===== config.mk =====
export PLATFORM = sky130hd
export DESIGN_NAME = cpuDecodeExecute
export DESIGN_NICKNAME = d
export VERILOG_FILES = /design/src/design/cpuTypesPkg.sv /design/src/design/ifidLatch.sv /design/src/design/controlDecoder.sv /design/src/design/registerFile.sv /design/src/design/idexLatch.sv /design/src/design/executeUnit.sv /design/src/design/cpuDecodeExecute.sv
export SDC_FILE = /design/constraint.sdc
export NUM_CORES = 2
export LEC_CHECK = 0
export ABC_CLOCK_PERIOD_IN_PS = 4800
export BUFFER_PORTS_ARGS = -buffer_cell sky130_fd_sc_hd__buf_2
export CORE_ASPECT_RATIO = 2
export CORE_UTILIZATION = 58
export CTS_CLUSTER_DIAMETER = 120
export DETAILED_ROUTE_END_ITERATION = 12
export MAX_ROUTING_LAYER = met4
export PLACE_DENSITY_LB_ADDON = 0.3
export SLEW_MARGIN = 25
export SYNTH_ARGS = -nofsm -noshare
export SYNTH_HDL_FRONTEND = slang
export SYNTH_SLANG_ARGS = --single-unit

===== constraint.sdc =====
create_clock -name CLK -period 4.8 [get_ports CLK]
set_input_delay 0.24 -clock CLK [delete_from_list [all_inputs] [get_ports CLK]]
set_output_delay 0.24 -clock CLK [all_outputs]
set_load 0.005 [all_outputs]

===== src/design/cpuTypesPkg.sv =====
// Pipeline types and encodings
`default_nettype none

package cpuTypesPkg;

        localparam int WORD_W    = 32;
        localparam int REG_SEL_W = 5;
        localparam int IMM_W     = 16;
        localparam int ADDR_W    = 26;

        typedef enum logic [3:0] {
                ALU_SLL, ALU_SRL, ALU_ADD, ALU_SUB, ALU_AND,
                ALU_OR, ALU_XOR, ALU_NOR, ALU_SLT, ALU_SLTU
        } aluOp;

        typedef enum logic [5:0] {
                RTYPE = 6'h00, J = 6'h02, JAL = 6'h03, BEQ = 6'h04, BNE = 6'h05,
                ADDIU = 6'h09, SLTI = 6'h0a, SLTIU = 6'h0b, ANDI = 6'h0c, ORI = 6'h0d,
                XORI = 6'h0e, LUI = 6'h0f, LW = 6'h23, SW = 6'h2b, HALT = 6'h3f
        } opcodeT;

        typedef enum logic [5:0] {
                SLL = 6'h00, SRL = 6'h02, JR = 6'h08, ADDU = 6'h21, SUBU = 6'h23,
                AND = 6'h24, OR = 6'h25, XOR = 6'h26, NOR = 6'h27, SLT = 6'h2a,
                SLTU = 6'h2b
        } functT;

        // JMP_LINK also writes NPC to r31
        typedef enum logic [1:0] {JMP_NONE, JMP_TARGET, JMP_REG, JMP_LINK} jumpSelT;

        typedef struct packed {
                opcodeT opcode;
                logic [REG_SEL_W-1:0] rs;
                logic [REG_SEL_W-1:0] rt;
                logic [REG_SEL_W-1:0] rd;
                logic [REG_SEL_W-1:0] shamt;
                functT funct;
        } rFormat;

        typedef struct packed {
                opcodeT opcode;
                logic [REG_SEL_W-1:0] rs;
                logic [REG_SEL_W-1:0] rt;
                logic [IMM_W-1:0] imm16;
        } iFormat;

        typedef struct packed {
                opcodeT opcode;
                logic [ADDR_W-1:0] addr26;
        } jFormat;

        // Same word, three field layouts
        typedef union packed {
                rFormat r;
                iFormat i;
                jFormat j;
        } instrWord;

        typedef struct packed {
                instrWord instr;
                logic [WORD_W-1:0] npc;
        } ifidRegs;

        typedef struct packed {
                aluOp aluCtr;
                logic aluSrc;
                logic beq;
                logic bne;
                jumpSelT jumpSel;
                logic [ADDR_W-1:0] jumpAddr;
        } exeCtrl;

        typedef struct packed {
                logic dRen;
                logic dWen;
        } memCtrl;

        typedef struct packed {
                logic regWr;
                logic memToReg;
                logic halt;
        } wbCtrl;

        typedef struct packed {
                exeCtrl exe;
                memCtrl mem;
                wbCtrl wb;
                logic [WORD_W-1:0] npc;
                logic [REG_SEL_W-1:0] rw;
                logic [WORD_W-1:0] portA;
                logic [WORD_W-1:0] portB;
                logic [WORD_W-1:0] immExt;
                logic [REG_SEL_W-1:0] shamt;
        } idexRegs;

        // Handed on to the memory stage
        typedef struct packed {
                logic [WORD_W-1:0] aluResult;
                logic [WORD_W-1:0] storeData;
                logic branchTaken;
                logic [WORD_W-1:0] target;
                memCtrl mem;
                wbCtrl wb;
                logic [REG_SEL_W-1:0] rw;
        } exeResult;

endpackage

`default_nettype wire


===== src/design/ifidLatch.sv =====
// IF/ID pipeline register
`timescale 1ns/10ps
`default_nettype none

module ifidLatch (
        input  logic CLK,
        input  logic nRST,
        input  logic ihit,
        input  logic stall,
        input  logic flush,
        input  logic [cpuTypesPkg::WORD_W-1:0] instrIn,
        input  logic [cpuTypesPkg::WORD_W-1:0] npcIn,
        output cpuTypesPkg::ifidRegs ifid
);

        // Only ihit edges move the pipe
        always_ff @(posedge CLK, negedge nRST) begin
                if (!nRST) begin
                        ifid <= '0;
                end else if (ihit) begin
                        if (flush) begin
                                // Zero word is SLL r0, a no-op
                                ifid <= '0;
                        end else if (!stall) begin
                                ifid <= {instrIn, npcIn};
                        end
                end
        end

endmodule

`default_nettype wire


===== src/design/controlDecoder.sv =====
// Instruction decoder
`timescale 1ns/10ps
`default_nettype none

module controlDecoder (
        input  cpuTypesPkg::instrWord instr,
        input  logic [cpuTypesPkg::WORD_W-1:0] npc,
        output logic [cpuTypesPkg::REG_SEL_W-1:0] rs,
        output logic [cpuTypesPkg::REG_SEL_W-1:0] rt,
        output cpuTypesPkg::idexRegs decoded
);

        import cpuTypesPkg::*;

        logic [WORD_W-1:0] signExt;
        logic [WORD_W-1:0] zeroExt;

        assign signExt = {{(WORD_W-IMM_W){instr.i.imm16[IMM_W-1]}}, instr.i.imm16};
        assign zeroExt = {{(WORD_W-IMM_W){1'b0}}, instr.i.imm16};

        // LUI reads r0 so operand A is zero
        assign rs = (instr.i.opcode == LUI) ? '0 : instr.i.rs;
        assign rt = instr.i.rt;

        always_comb begin
                decoded = '0;
                decoded.exe.aluCtr = ALU_ADD;
                decoded.exe.jumpAddr = instr.j.addr26;
                decoded.npc = npc;
                decoded.shamt = instr.r.shamt;
                decoded.immExt = signExt;
                decoded.rw = instr.i.rt;

                case (instr.r.opcode)
                        RTYPE: begin
                                decoded.rw = instr.r.rd;
                                decoded.wb.regWr = 1'b1;
                                case (instr.r.funct)
                                        SLL:  decoded.exe.aluCtr = ALU_SLL;
                                        SRL:  decoded.exe.aluCtr = ALU_SRL;
                                        ADDU: decoded.exe.aluCtr = ALU_ADD;
                                        SUBU: decoded.exe.aluCtr = ALU_SUB;
                                        AND:  decoded.exe.aluCtr = ALU_AND;
                                        OR:   decoded.exe.aluCtr = ALU_OR;
                                        XOR:  decoded.exe.aluCtr = ALU_XOR;
                                        NOR:  decoded.exe.aluCtr = ALU_NOR;
                                        SLT:  decoded.exe.aluCtr = ALU_SLT;
                                        SLTU: decoded.exe.aluCtr = ALU_SLTU;
                                        JR: begin
                                                decoded.exe.jumpSel = JMP_REG;
                                                decoded.wb.regWr = 1'b0;
                                        end
                                        default: decoded.wb.regWr = 1'b0;
                                endcase
                        end
                        J: decoded.exe.jumpSel = JMP_TARGET;
                        JAL: begin
                                decoded.exe.jumpSel = JMP_LINK;
                                decoded.rw = 5'd31;
                                decoded.wb.regWr = 1'b1;
                        end
                        BEQ: decoded.exe.beq = 1'b1;
                        BNE: decoded.exe.bne = 1'b1;
                        ADDIU, SLTI, SLTIU, ANDI, ORI, XORI, LUI: begin
                                decoded.exe.aluSrc = 1'b1;
                                decoded.wb.regWr = 1'b1;
                                case (instr.i.opcode)
                                        SLTI:  decoded.exe.aluCtr = ALU_SLT;
                                        SLTIU: decoded.exe.aluCtr = ALU_SLTU;
                                        ANDI:  decoded.exe.aluCtr = ALU_AND;
                                        ORI:   decoded.exe.aluCtr = ALU_OR;
                                        XORI:  decoded.exe.aluCtr = ALU_XOR;
                                        LUI:   decoded.exe.aluCtr = ALU_OR;
                                        default: decoded.exe.aluCtr = ALU_ADD;
                                endcase
                                if (instr.i.opcode inside {ANDI, ORI, XORI}) begin
                                        decoded.immExt = zeroExt;
                                end
                                if (instr.i.opcode == LUI) begin
                                        decoded.immExt = {instr.i.imm16, {(WORD_W-IMM_W){1'b0}}};
                                end
                        end
                        LW: begin
                                decoded.exe.aluSrc = 1'b1;
                                decoded.mem.dRen = 1'b1;
                                decoded.wb.memToReg = 1'b1;
                                decoded.wb.regWr = 1'b1;
                        end
                        SW: begin
                                decoded.exe.aluSrc = 1'b1;
                                decoded.mem.dWen = 1'b1;
                        end
                        HALT: decoded.wb.halt = 1'b1;
                        default: ;
                endcase

                // Writes to r0 dropped, so the zero word is a clean no-op
                if (decoded.rw == '0) begin
                        decoded.wb.regWr = 1'b0;
                end
        end

endmodule

`default_nettype wire


===== src/design/registerFile.sv =====
// Register file, 2 read and 1 write port
`timescale 1ns/10ps
`default_nettype none

module registerFile (
        input  logic CLK,
        input  logic nRST,
        input  logic [cpuTypesPkg::REG_SEL_W-1:0] rs,
        input  logic [cpuTypesPkg::REG_SEL_W-1:0] rt,
        input  logic wbEn,
        input  logic [cpuTypesPkg::REG_SEL_W-1:0] wbSel,
        input  logic [cpuTypesPkg::WORD_W-1:0] wbData,
        output logic [cpuTypesPkg::WORD_W-1:0] portA,
        output logic [cpuTypesPkg::WORD_W-1:0] portB
);

        import cpuTypesPkg::*;

        logic [WORD_W-1:0] regs [2**REG_SEL_W];
        logic writeHit;

        // r0 is never written
        assign writeHit = wbEn && (wbSel != '0);

        always_ff @(posedge CLK, negedge nRST) begin
                if (!nRST) begin
                        regs <= '{default: '0};
                end else if (writeHit) begin
                        regs[wbSel] <= wbData;
                end
        end

        // Same-cycle write passes straight through
        assign portA = (rs == '0) ? '0 :
                       (writeHit && wbSel == rs) ? wbData : regs[rs];
        assign portB = (rt == '0) ? '0 :
                       (writeHit && wbSel == rt) ? wbData : regs[rt];

        r0StaysZero: assert property (@(posedge CLK) disable iff (!nRST)
                (wbEn && wbSel == '0) |=> (regs[0] == '0));

endmodule

`default_nettype wire


===== src/design/idexLatch.sv =====
// ID/EX pipeline register
`timescale 1ns/10ps
`default_nettype none

module idexLatch (
        input  logic CLK,
        input  logic nRST,
        input  logic ihit,
        input  logic stall,
        input  logic flush,
        input  cpuTypesPkg::idexRegs decoded,
        output cpuTypesPkg::idexRegs idex
);

        import cpuTypesPkg::*;

        // Bubble entry, ALU left on add
        localparam idexRegs clearedEntry = '{
                exe: '{aluCtr: ALU_ADD, aluSrc: 1'b0, beq: 1'b0, bne: 1'b0,
                       jumpSel: JMP_NONE, jumpAddr: '0},
                mem: '{dRen: 1'b0, dWen: 1'b0},
                wb: '{regWr: 1'b0, memToReg: 1'b0, halt: 1'b0},
                npc: '0,
                rw: '0,
                portA: '0,
                portB: '0,
                immExt: '0,
                shamt: '0
        };

        always_ff @(posedge CLK, negedge nRST) begin
                if (!nRST) begin
                        idex <= clearedEntry;
                end else if (ihit) begin
                        // Flush wins over stall
                        if (flush) begin
                                idex <= clearedEntry;
                        end else if (!stall) begin
                                idex <= decoded;
                        end
                end
        end

        memOneHot: assert property (@(posedge CLK) disable iff (!nRST)
                !(idex.mem.dRen && idex.mem.dWen));

        flushBubble: assert property (@(posedge CLK) disable iff (!nRST)
                (flush && ihit) |=> (!idex.wb.regWr && !idex.wb.halt));

endmodule

`default_nettype wire


===== src/design/executeUnit.sv =====
// Execute stage ALU and branch logic
`timescale 1ns/10ps
`default_nettype none

module executeUnit (
        input  cpuTypesPkg::idexRegs idex,
        output cpuTypesPkg::exeResult result
);

        import cpuTypesPkg::*;

        logic [WORD_W-1:0] opA;
        logic [WORD_W-1:0] opB;
        logic [WORD_W-1:0] aluOut;
        logic [WORD_W-1:0] branchTarget;
        logic [WORD_W-1:0] jumpTarget;
        logic equal;

        assign opA = idex.portA;
        assign opB = idex.exe.aluSrc ? idex.immExt : idex.portB;

        always_comb begin
                case (idex.exe.aluCtr)
                        ALU_SLL:  aluOut = opB << idex.shamt;
                        ALU_SRL:  aluOut = opB >> idex.shamt;
                        ALU_ADD:  aluOut = opA + opB;
                        ALU_SUB:  aluOut = opA - opB;
                        ALU_AND:  aluOut = opA & opB;
                        ALU_OR:   aluOut = opA | opB;
                        ALU_XOR:  aluOut = opA ^ opB;
                        ALU_NOR:  aluOut = ~(opA | opB);
                        ALU_SLT:  aluOut = {{(WORD_W-1){1'b0}}, $signed(opA) < $signed(opB)};
                        ALU_SLTU: aluOut = {{(WORD_W-1){1'b0}}, opA < opB};
                        default:  aluOut = '0;
                endcase
        end

        // Compare uses register values even for immediates
        assign equal = (idex.portA == idex.portB);

        assign branchTarget = idex.npc + (idex.immExt << 2);
        assign jumpTarget = {idex.npc[WORD_W-1:WORD_W-4], idex.exe.jumpAddr, 2'b00};

        always_comb begin
                result.branchTaken = (idex.exe.beq && equal) ||
                                     (idex.exe.bne && !equal) ||
                                     (idex.exe.jumpSel != JMP_NONE);

                case (idex.exe.jumpSel)
                        JMP_TARGET, JMP_LINK: result.target = jumpTarget;
                        JMP_REG:              result.target = idex.portA;
                        default:              result.target = branchTarget;
                endcase

                // Link value goes out on the ALU path
                result.aluResult = (idex.exe.jumpSel == JMP_LINK) ? idex.npc : aluOut;
                result.storeData = idex.portB;
                result.mem = idex.mem;
                result.wb = idex.wb;
                result.rw = idex.rw;

                // Decoder never sets both
                assert (!(idex.exe.beq && idex.exe.bne));
        end

endmodule

`default_nettype wire


===== src/design/cpuDecodeExecute.sv =====
// Decode to execute pipeline slice
`timescale 1ns/10ps
`default_nettype none

module cpuDecodeExecute (
        input  logic CLK,
        input  logic nRST,
        input  logic [cpuTypesPkg::WORD_W-1:0] instr,
        input  logic [cpuTypesPkg::WORD_W-1:0] npc,
        input  logic ihit,
        input  logic stall,
        input  logic flush,
        input  logic wbEn,
        input  logic [cpuTypesPkg::REG_SEL_W-1:0] wbSel,
        input  logic [cpuTypesPkg::WORD_W-1:0] wbData,
        output cpuTypesPkg::exeResult result
);

        import cpuTypesPkg::*;

        ifidRegs ifid;
        idexRegs decoded;
        idexRegs idexIn;
        idexRegs idex;
        logic [REG_SEL_W-1:0] rs;
        logic [REG_SEL_W-1:0] rt;
        logic [WORD_W-1:0] portA;
        logic [WORD_W-1:0] portB;

        ifidLatch ifid0 (
                .CLK(CLK), .nRST(nRST), .ihit(ihit), .stall(stall), .flush(flush),
                .instrIn(instr), .npcIn(npc), .ifid(ifid)
        );

        controlDecoder decoder0 (
                .instr(ifid.instr), .npc(ifid.npc), .rs(rs), .rt(rt), .decoded(decoded)
        );

        registerFile regFile0 (
                .CLK(CLK), .nRST(nRST), .rs(rs), .rt(rt),
                .wbEn(wbEn), .wbSel(wbSel), .wbData(wbData),
                .portA(portA), .portB(portB)
        );

        // Register reads join the decoded fields
        assign idexIn = '{exe: decoded.exe, mem: decoded.mem, wb: decoded.wb,
                          npc: decoded.npc, rw: decoded.rw, portA: portA, portB: portB,
                          immExt: decoded.immExt, shamt: decoded.shamt};

        idexLatch idex0 (
                .CLK(CLK), .nRST(nRST), .ihit(ihit), .stall(stall), .flush(flush),
                .decoded(idexIn), .idex(idex)
        );

        executeUnit exe0 (
                .idex(idex), .result(result)
        );

endmodule

`default_nettype wire


==> metrics.txt <==
CP max stage cell o311a_1; H-tree depth 3; worst path bufs/invs 5; Max Freq 203.3 MHz; GRT Total Usage 56.09%; Clock power frac 27.2%; setup TNS -0.5390 ns; area delta synth->final 14.31%; maxcap violations 0; minimum clock period 4.919 ns; failing checks setup timing; Worst-Margin Slew 1.207 ns; peak supply drop 0.4326 mV; vias per cell 7.381; Die Y 517.9 µm; YS warnings 0; Synth Area in Simple Gates 9.451%; Core Region 132200 µm²; r2r setup slk 0.31 ns; CP Cell Sequence buf_12 > mux2i_4 > inv_2 > ha_4 > fa_2 > o21ba_4 > nor4_4 > buf_4 > o311ai_4 > a21oi_2 > a41o_4 > buf_6 > a21boi_2 > o311a_1 > o21a_1 > o31ai_4 > buf_2; hpwl dp 241.8 mm; largest net degree at the start of global routing 192; clk buf depth 3; Rows 189; switching share of power 36.18%; syn nets 7352; vias in the first global route 68188; Worst setup EP type output port; Crit Path Category reg2out; Avg WL per Cell 39.48 µm; Synth Area in Adders 2.428%; Hold Worst Slack 0.03744 ns; Synth Area in Compound Gates 10.91%; clock latency at the later pin of the worst-skew pair 0.79 ns; max_slew headroom 19.25%; Tcrit/Tclk final 102.5%; gr ovfl total 0; die area 134600 µm²; Vias 67740; pwr/cell area 415.6 nW/µm²; slowest stage delay, CP 0.39 ns; synthesis-stage register bit count 1260; GPL Wtd Cong 1.144; CTS tree done; final core occ 66.74%; post-synthesis cell count 7097; crit path launch type flip-flop; antenna-violating nets left 0; Final Max Tran Viols 0; initial antenna violation count 57; crit path max fanout 5; DR pass1 iterations 6; Mapped Avg Cell Area 10.88 µm²; data required time of the worst path 4.56 ns; stages on the worst setup path 17; Buffers on Ports 213; CTS clk-pin slew, worst paths 0.07 ns; main combinational cell family by area after synthesis multiplexers; CTS buffer count 110; final worst slack -0.1185 ns; Int Power 23.40 mW; post-synthesis mux area share 30.95%; DRC viols 0; placed inst area 82160 µm²; number of I/O pins 214; CP top delay family compound AO/OA/AOI/OAI gates; Reg2Reg Depth 10; Hold Path Class in2reg; first-pass GRT wire length 510.7 mm; 1st-iter DRT viols 9268; post-synthesis sequential area ratio 40.85%; combinational fraction of design power 33.6%; Distinct cells, synth 86; CTS Root Cell clkbuf_16; clk sinks 1260; outcome complete, but fails checks; layout cell share with drive strength beyond 1 35.37%; final wirelength 362.3 mm; register share of total power 39.2%; Hold Fails Final Rpt 0; xor/xnor share of the synthesized area 0.9078%; post-route design area 88220 µm²; initial core utilization 58.39%; unrepaired setup endpoints after global routing yes; EDFF count, synth 0; Setup violations, final 9; clk_skew 0.03615 ns; die width 259.9 µm; mapped cell area 77180 µm²; Hold Crit Depth 3; fin nets 7562; leak pwr 37.78 nW; ys flop type dfrtp_1; WP data arrival 4.68 ns; Synth async-reset ratio 100.0%; switching pwr 13.27 mW
-- power by group through the flow --
stage | Combinational (mW) | Clock [mW] | Sequential, mW
2_1_floorplan | 6.87 | 0 | 13.6
3_3_place_gp | 11.0 | 0 | 14.2
3_5_place_dp | 11.2 | 0 | 14.4
4_1_cts | 11.5 | 9.92 | 14.2
5_1_grt | 12.7 | 10.3 | 14.5
6_report | 12.3 | 9.96 | 14.4
-- Yosys cell counts (all sizes together) (76+ instances only) --
cell type	n	share of area, %
a21oi	310	2.0
nand2b	141	1.1
buf	234	1.5
nand3	90	0.58
nor3	165	1.1
inv	120	0.58
mux2	1104	16
nor2	220	1.1
dfrtp	1259	41
a211oi	102	0.99
ha	145	2.4
nor2b	84	0.68
mux4	341	10
mux2i	375	4.9
a31oi	93	0.75
o221ai	77	0.87
a221oi	76	0.88
o21ai	391	2.5
nand2	771	3.7
clkbuf	495	2.4
-- worst min-delay path, cell delays in order --
cell	delay, ns
buf_2	0.17
nand2b_1	0.23
o21ai_0	0.11
-- what timing repair did --
action | CTS | global route
setup endpoints to repair | 26 | 30
resized for setup | 94 | 115
pin swaps | 20 | 47
cloned | 0 | 0
hold buffers | 66 | 0
setup buffers | 5 | 13
hold endpoints to repair | 179 | 0
-- stage by stage --
step | worst slack, ns | power, mW | cells
after floorplan | 1.071 | 20.45 | 7097
after global placement | -0.1814 | 25.17 | 8825
after detailed placement | -0.007962 | 25.57 | 8826
after CTS | -0.1083 | 35.65 | 9101
after global routing | -0.1850 | 37.52 | 9169
final | -0.1185 | 36.67 | 9177
-- sequential cells by signal, summed over array words and instances, names as in the netlist --
| signal | cells |
|---|---|
| ifid0.ifid | 64 |
| regFile0.regs | 1024 |
| idex0.idex | 172 |
-- kinds of logic (layout without fill, tap and decap cells) --
group,after synthesis,after routing
buffers and inverters,850,1154
adders and majority gates,148,148
AOI/OAI and AO/OA,1335,1335
other,0,57
DFF,1260,1260
xor gates and xnor gates,80,80
muxes,1820,1820
and+or+nand+nor,1604,1604
-- layout make-up --
type	instances	area [µm²]
Timing Repair Buffer	827	6519
Clock buffer	159	3238
Clock inverter	47	752.0
Sequential cell	1260	31580
Multi-Input combinational cell	4987	43370
Antenna cell	57	142.6
Tap cell	1719	2151
Fill cell	9825	43970
Inverter	121	466.7
-- layer usage --
metal / vias up / GRT usage [%] / routed length, µm
met5: - / - / 0
met2: 5404 / 81.21 / 162800
li1: 26486 / - / -
met3: 2320 / 21.32 / 41650
met4: 0 / 59.78 / 50310
met1: 33530 / 54.94 / 107500
-- placed cells by master, fill, tap and decap left out, drive strengths merged, types with 16 or more instances in the layout --
| master | n |
|---|---|
| mux2i | 375 |
| a221oi | 76 |
| mux2 | 1104 |
| diode | 57 |
| nand3 | 90 |
| xor2 | 49 |
| a22o | 23 |
| mux4 | 341 |
| dlygate4sd3 | 66 |
| dfrtp | 1259 |
| a211oi | 102 |
| a21o | 26 |
| o21bai | 16 |
| ha | 145 |
| nand2b | 141 |
| o22ai | 72 |
| a21oi | 310 |
| nor2b | 84 |
| buf | 760 |
| nand2 | 771 |
| o221ai | 77 |
| a31oi | 93 |
| nor3 | 165 |
| xnor2 | 31 |
| o21a | 17 |
| o211ai | 31 |
| nor4 | 54 |
| inv | 122 |
| clkbuf | 160 |
| clkinv | 26 |
| o31ai | 21 |
| nor2 | 220 |
| o21ai | 391 |
-- final timing paths --
check	from	to
min in group asynchronous	nRST	ifid0.ifid[23]
hold / removal	instr[5]	ifid0.ifid[37]
setup reg to reg	ifid0.ifid[60]	idex0.idex[69]
max in group asynchronous	nRST	idex0.idex[0]
hold reg to reg	regFile0.regs[996]	regFile0.regs[996]
setup / recovery	idex0.idex[173]	result[101]
Power figures use the tool's default switching activity.
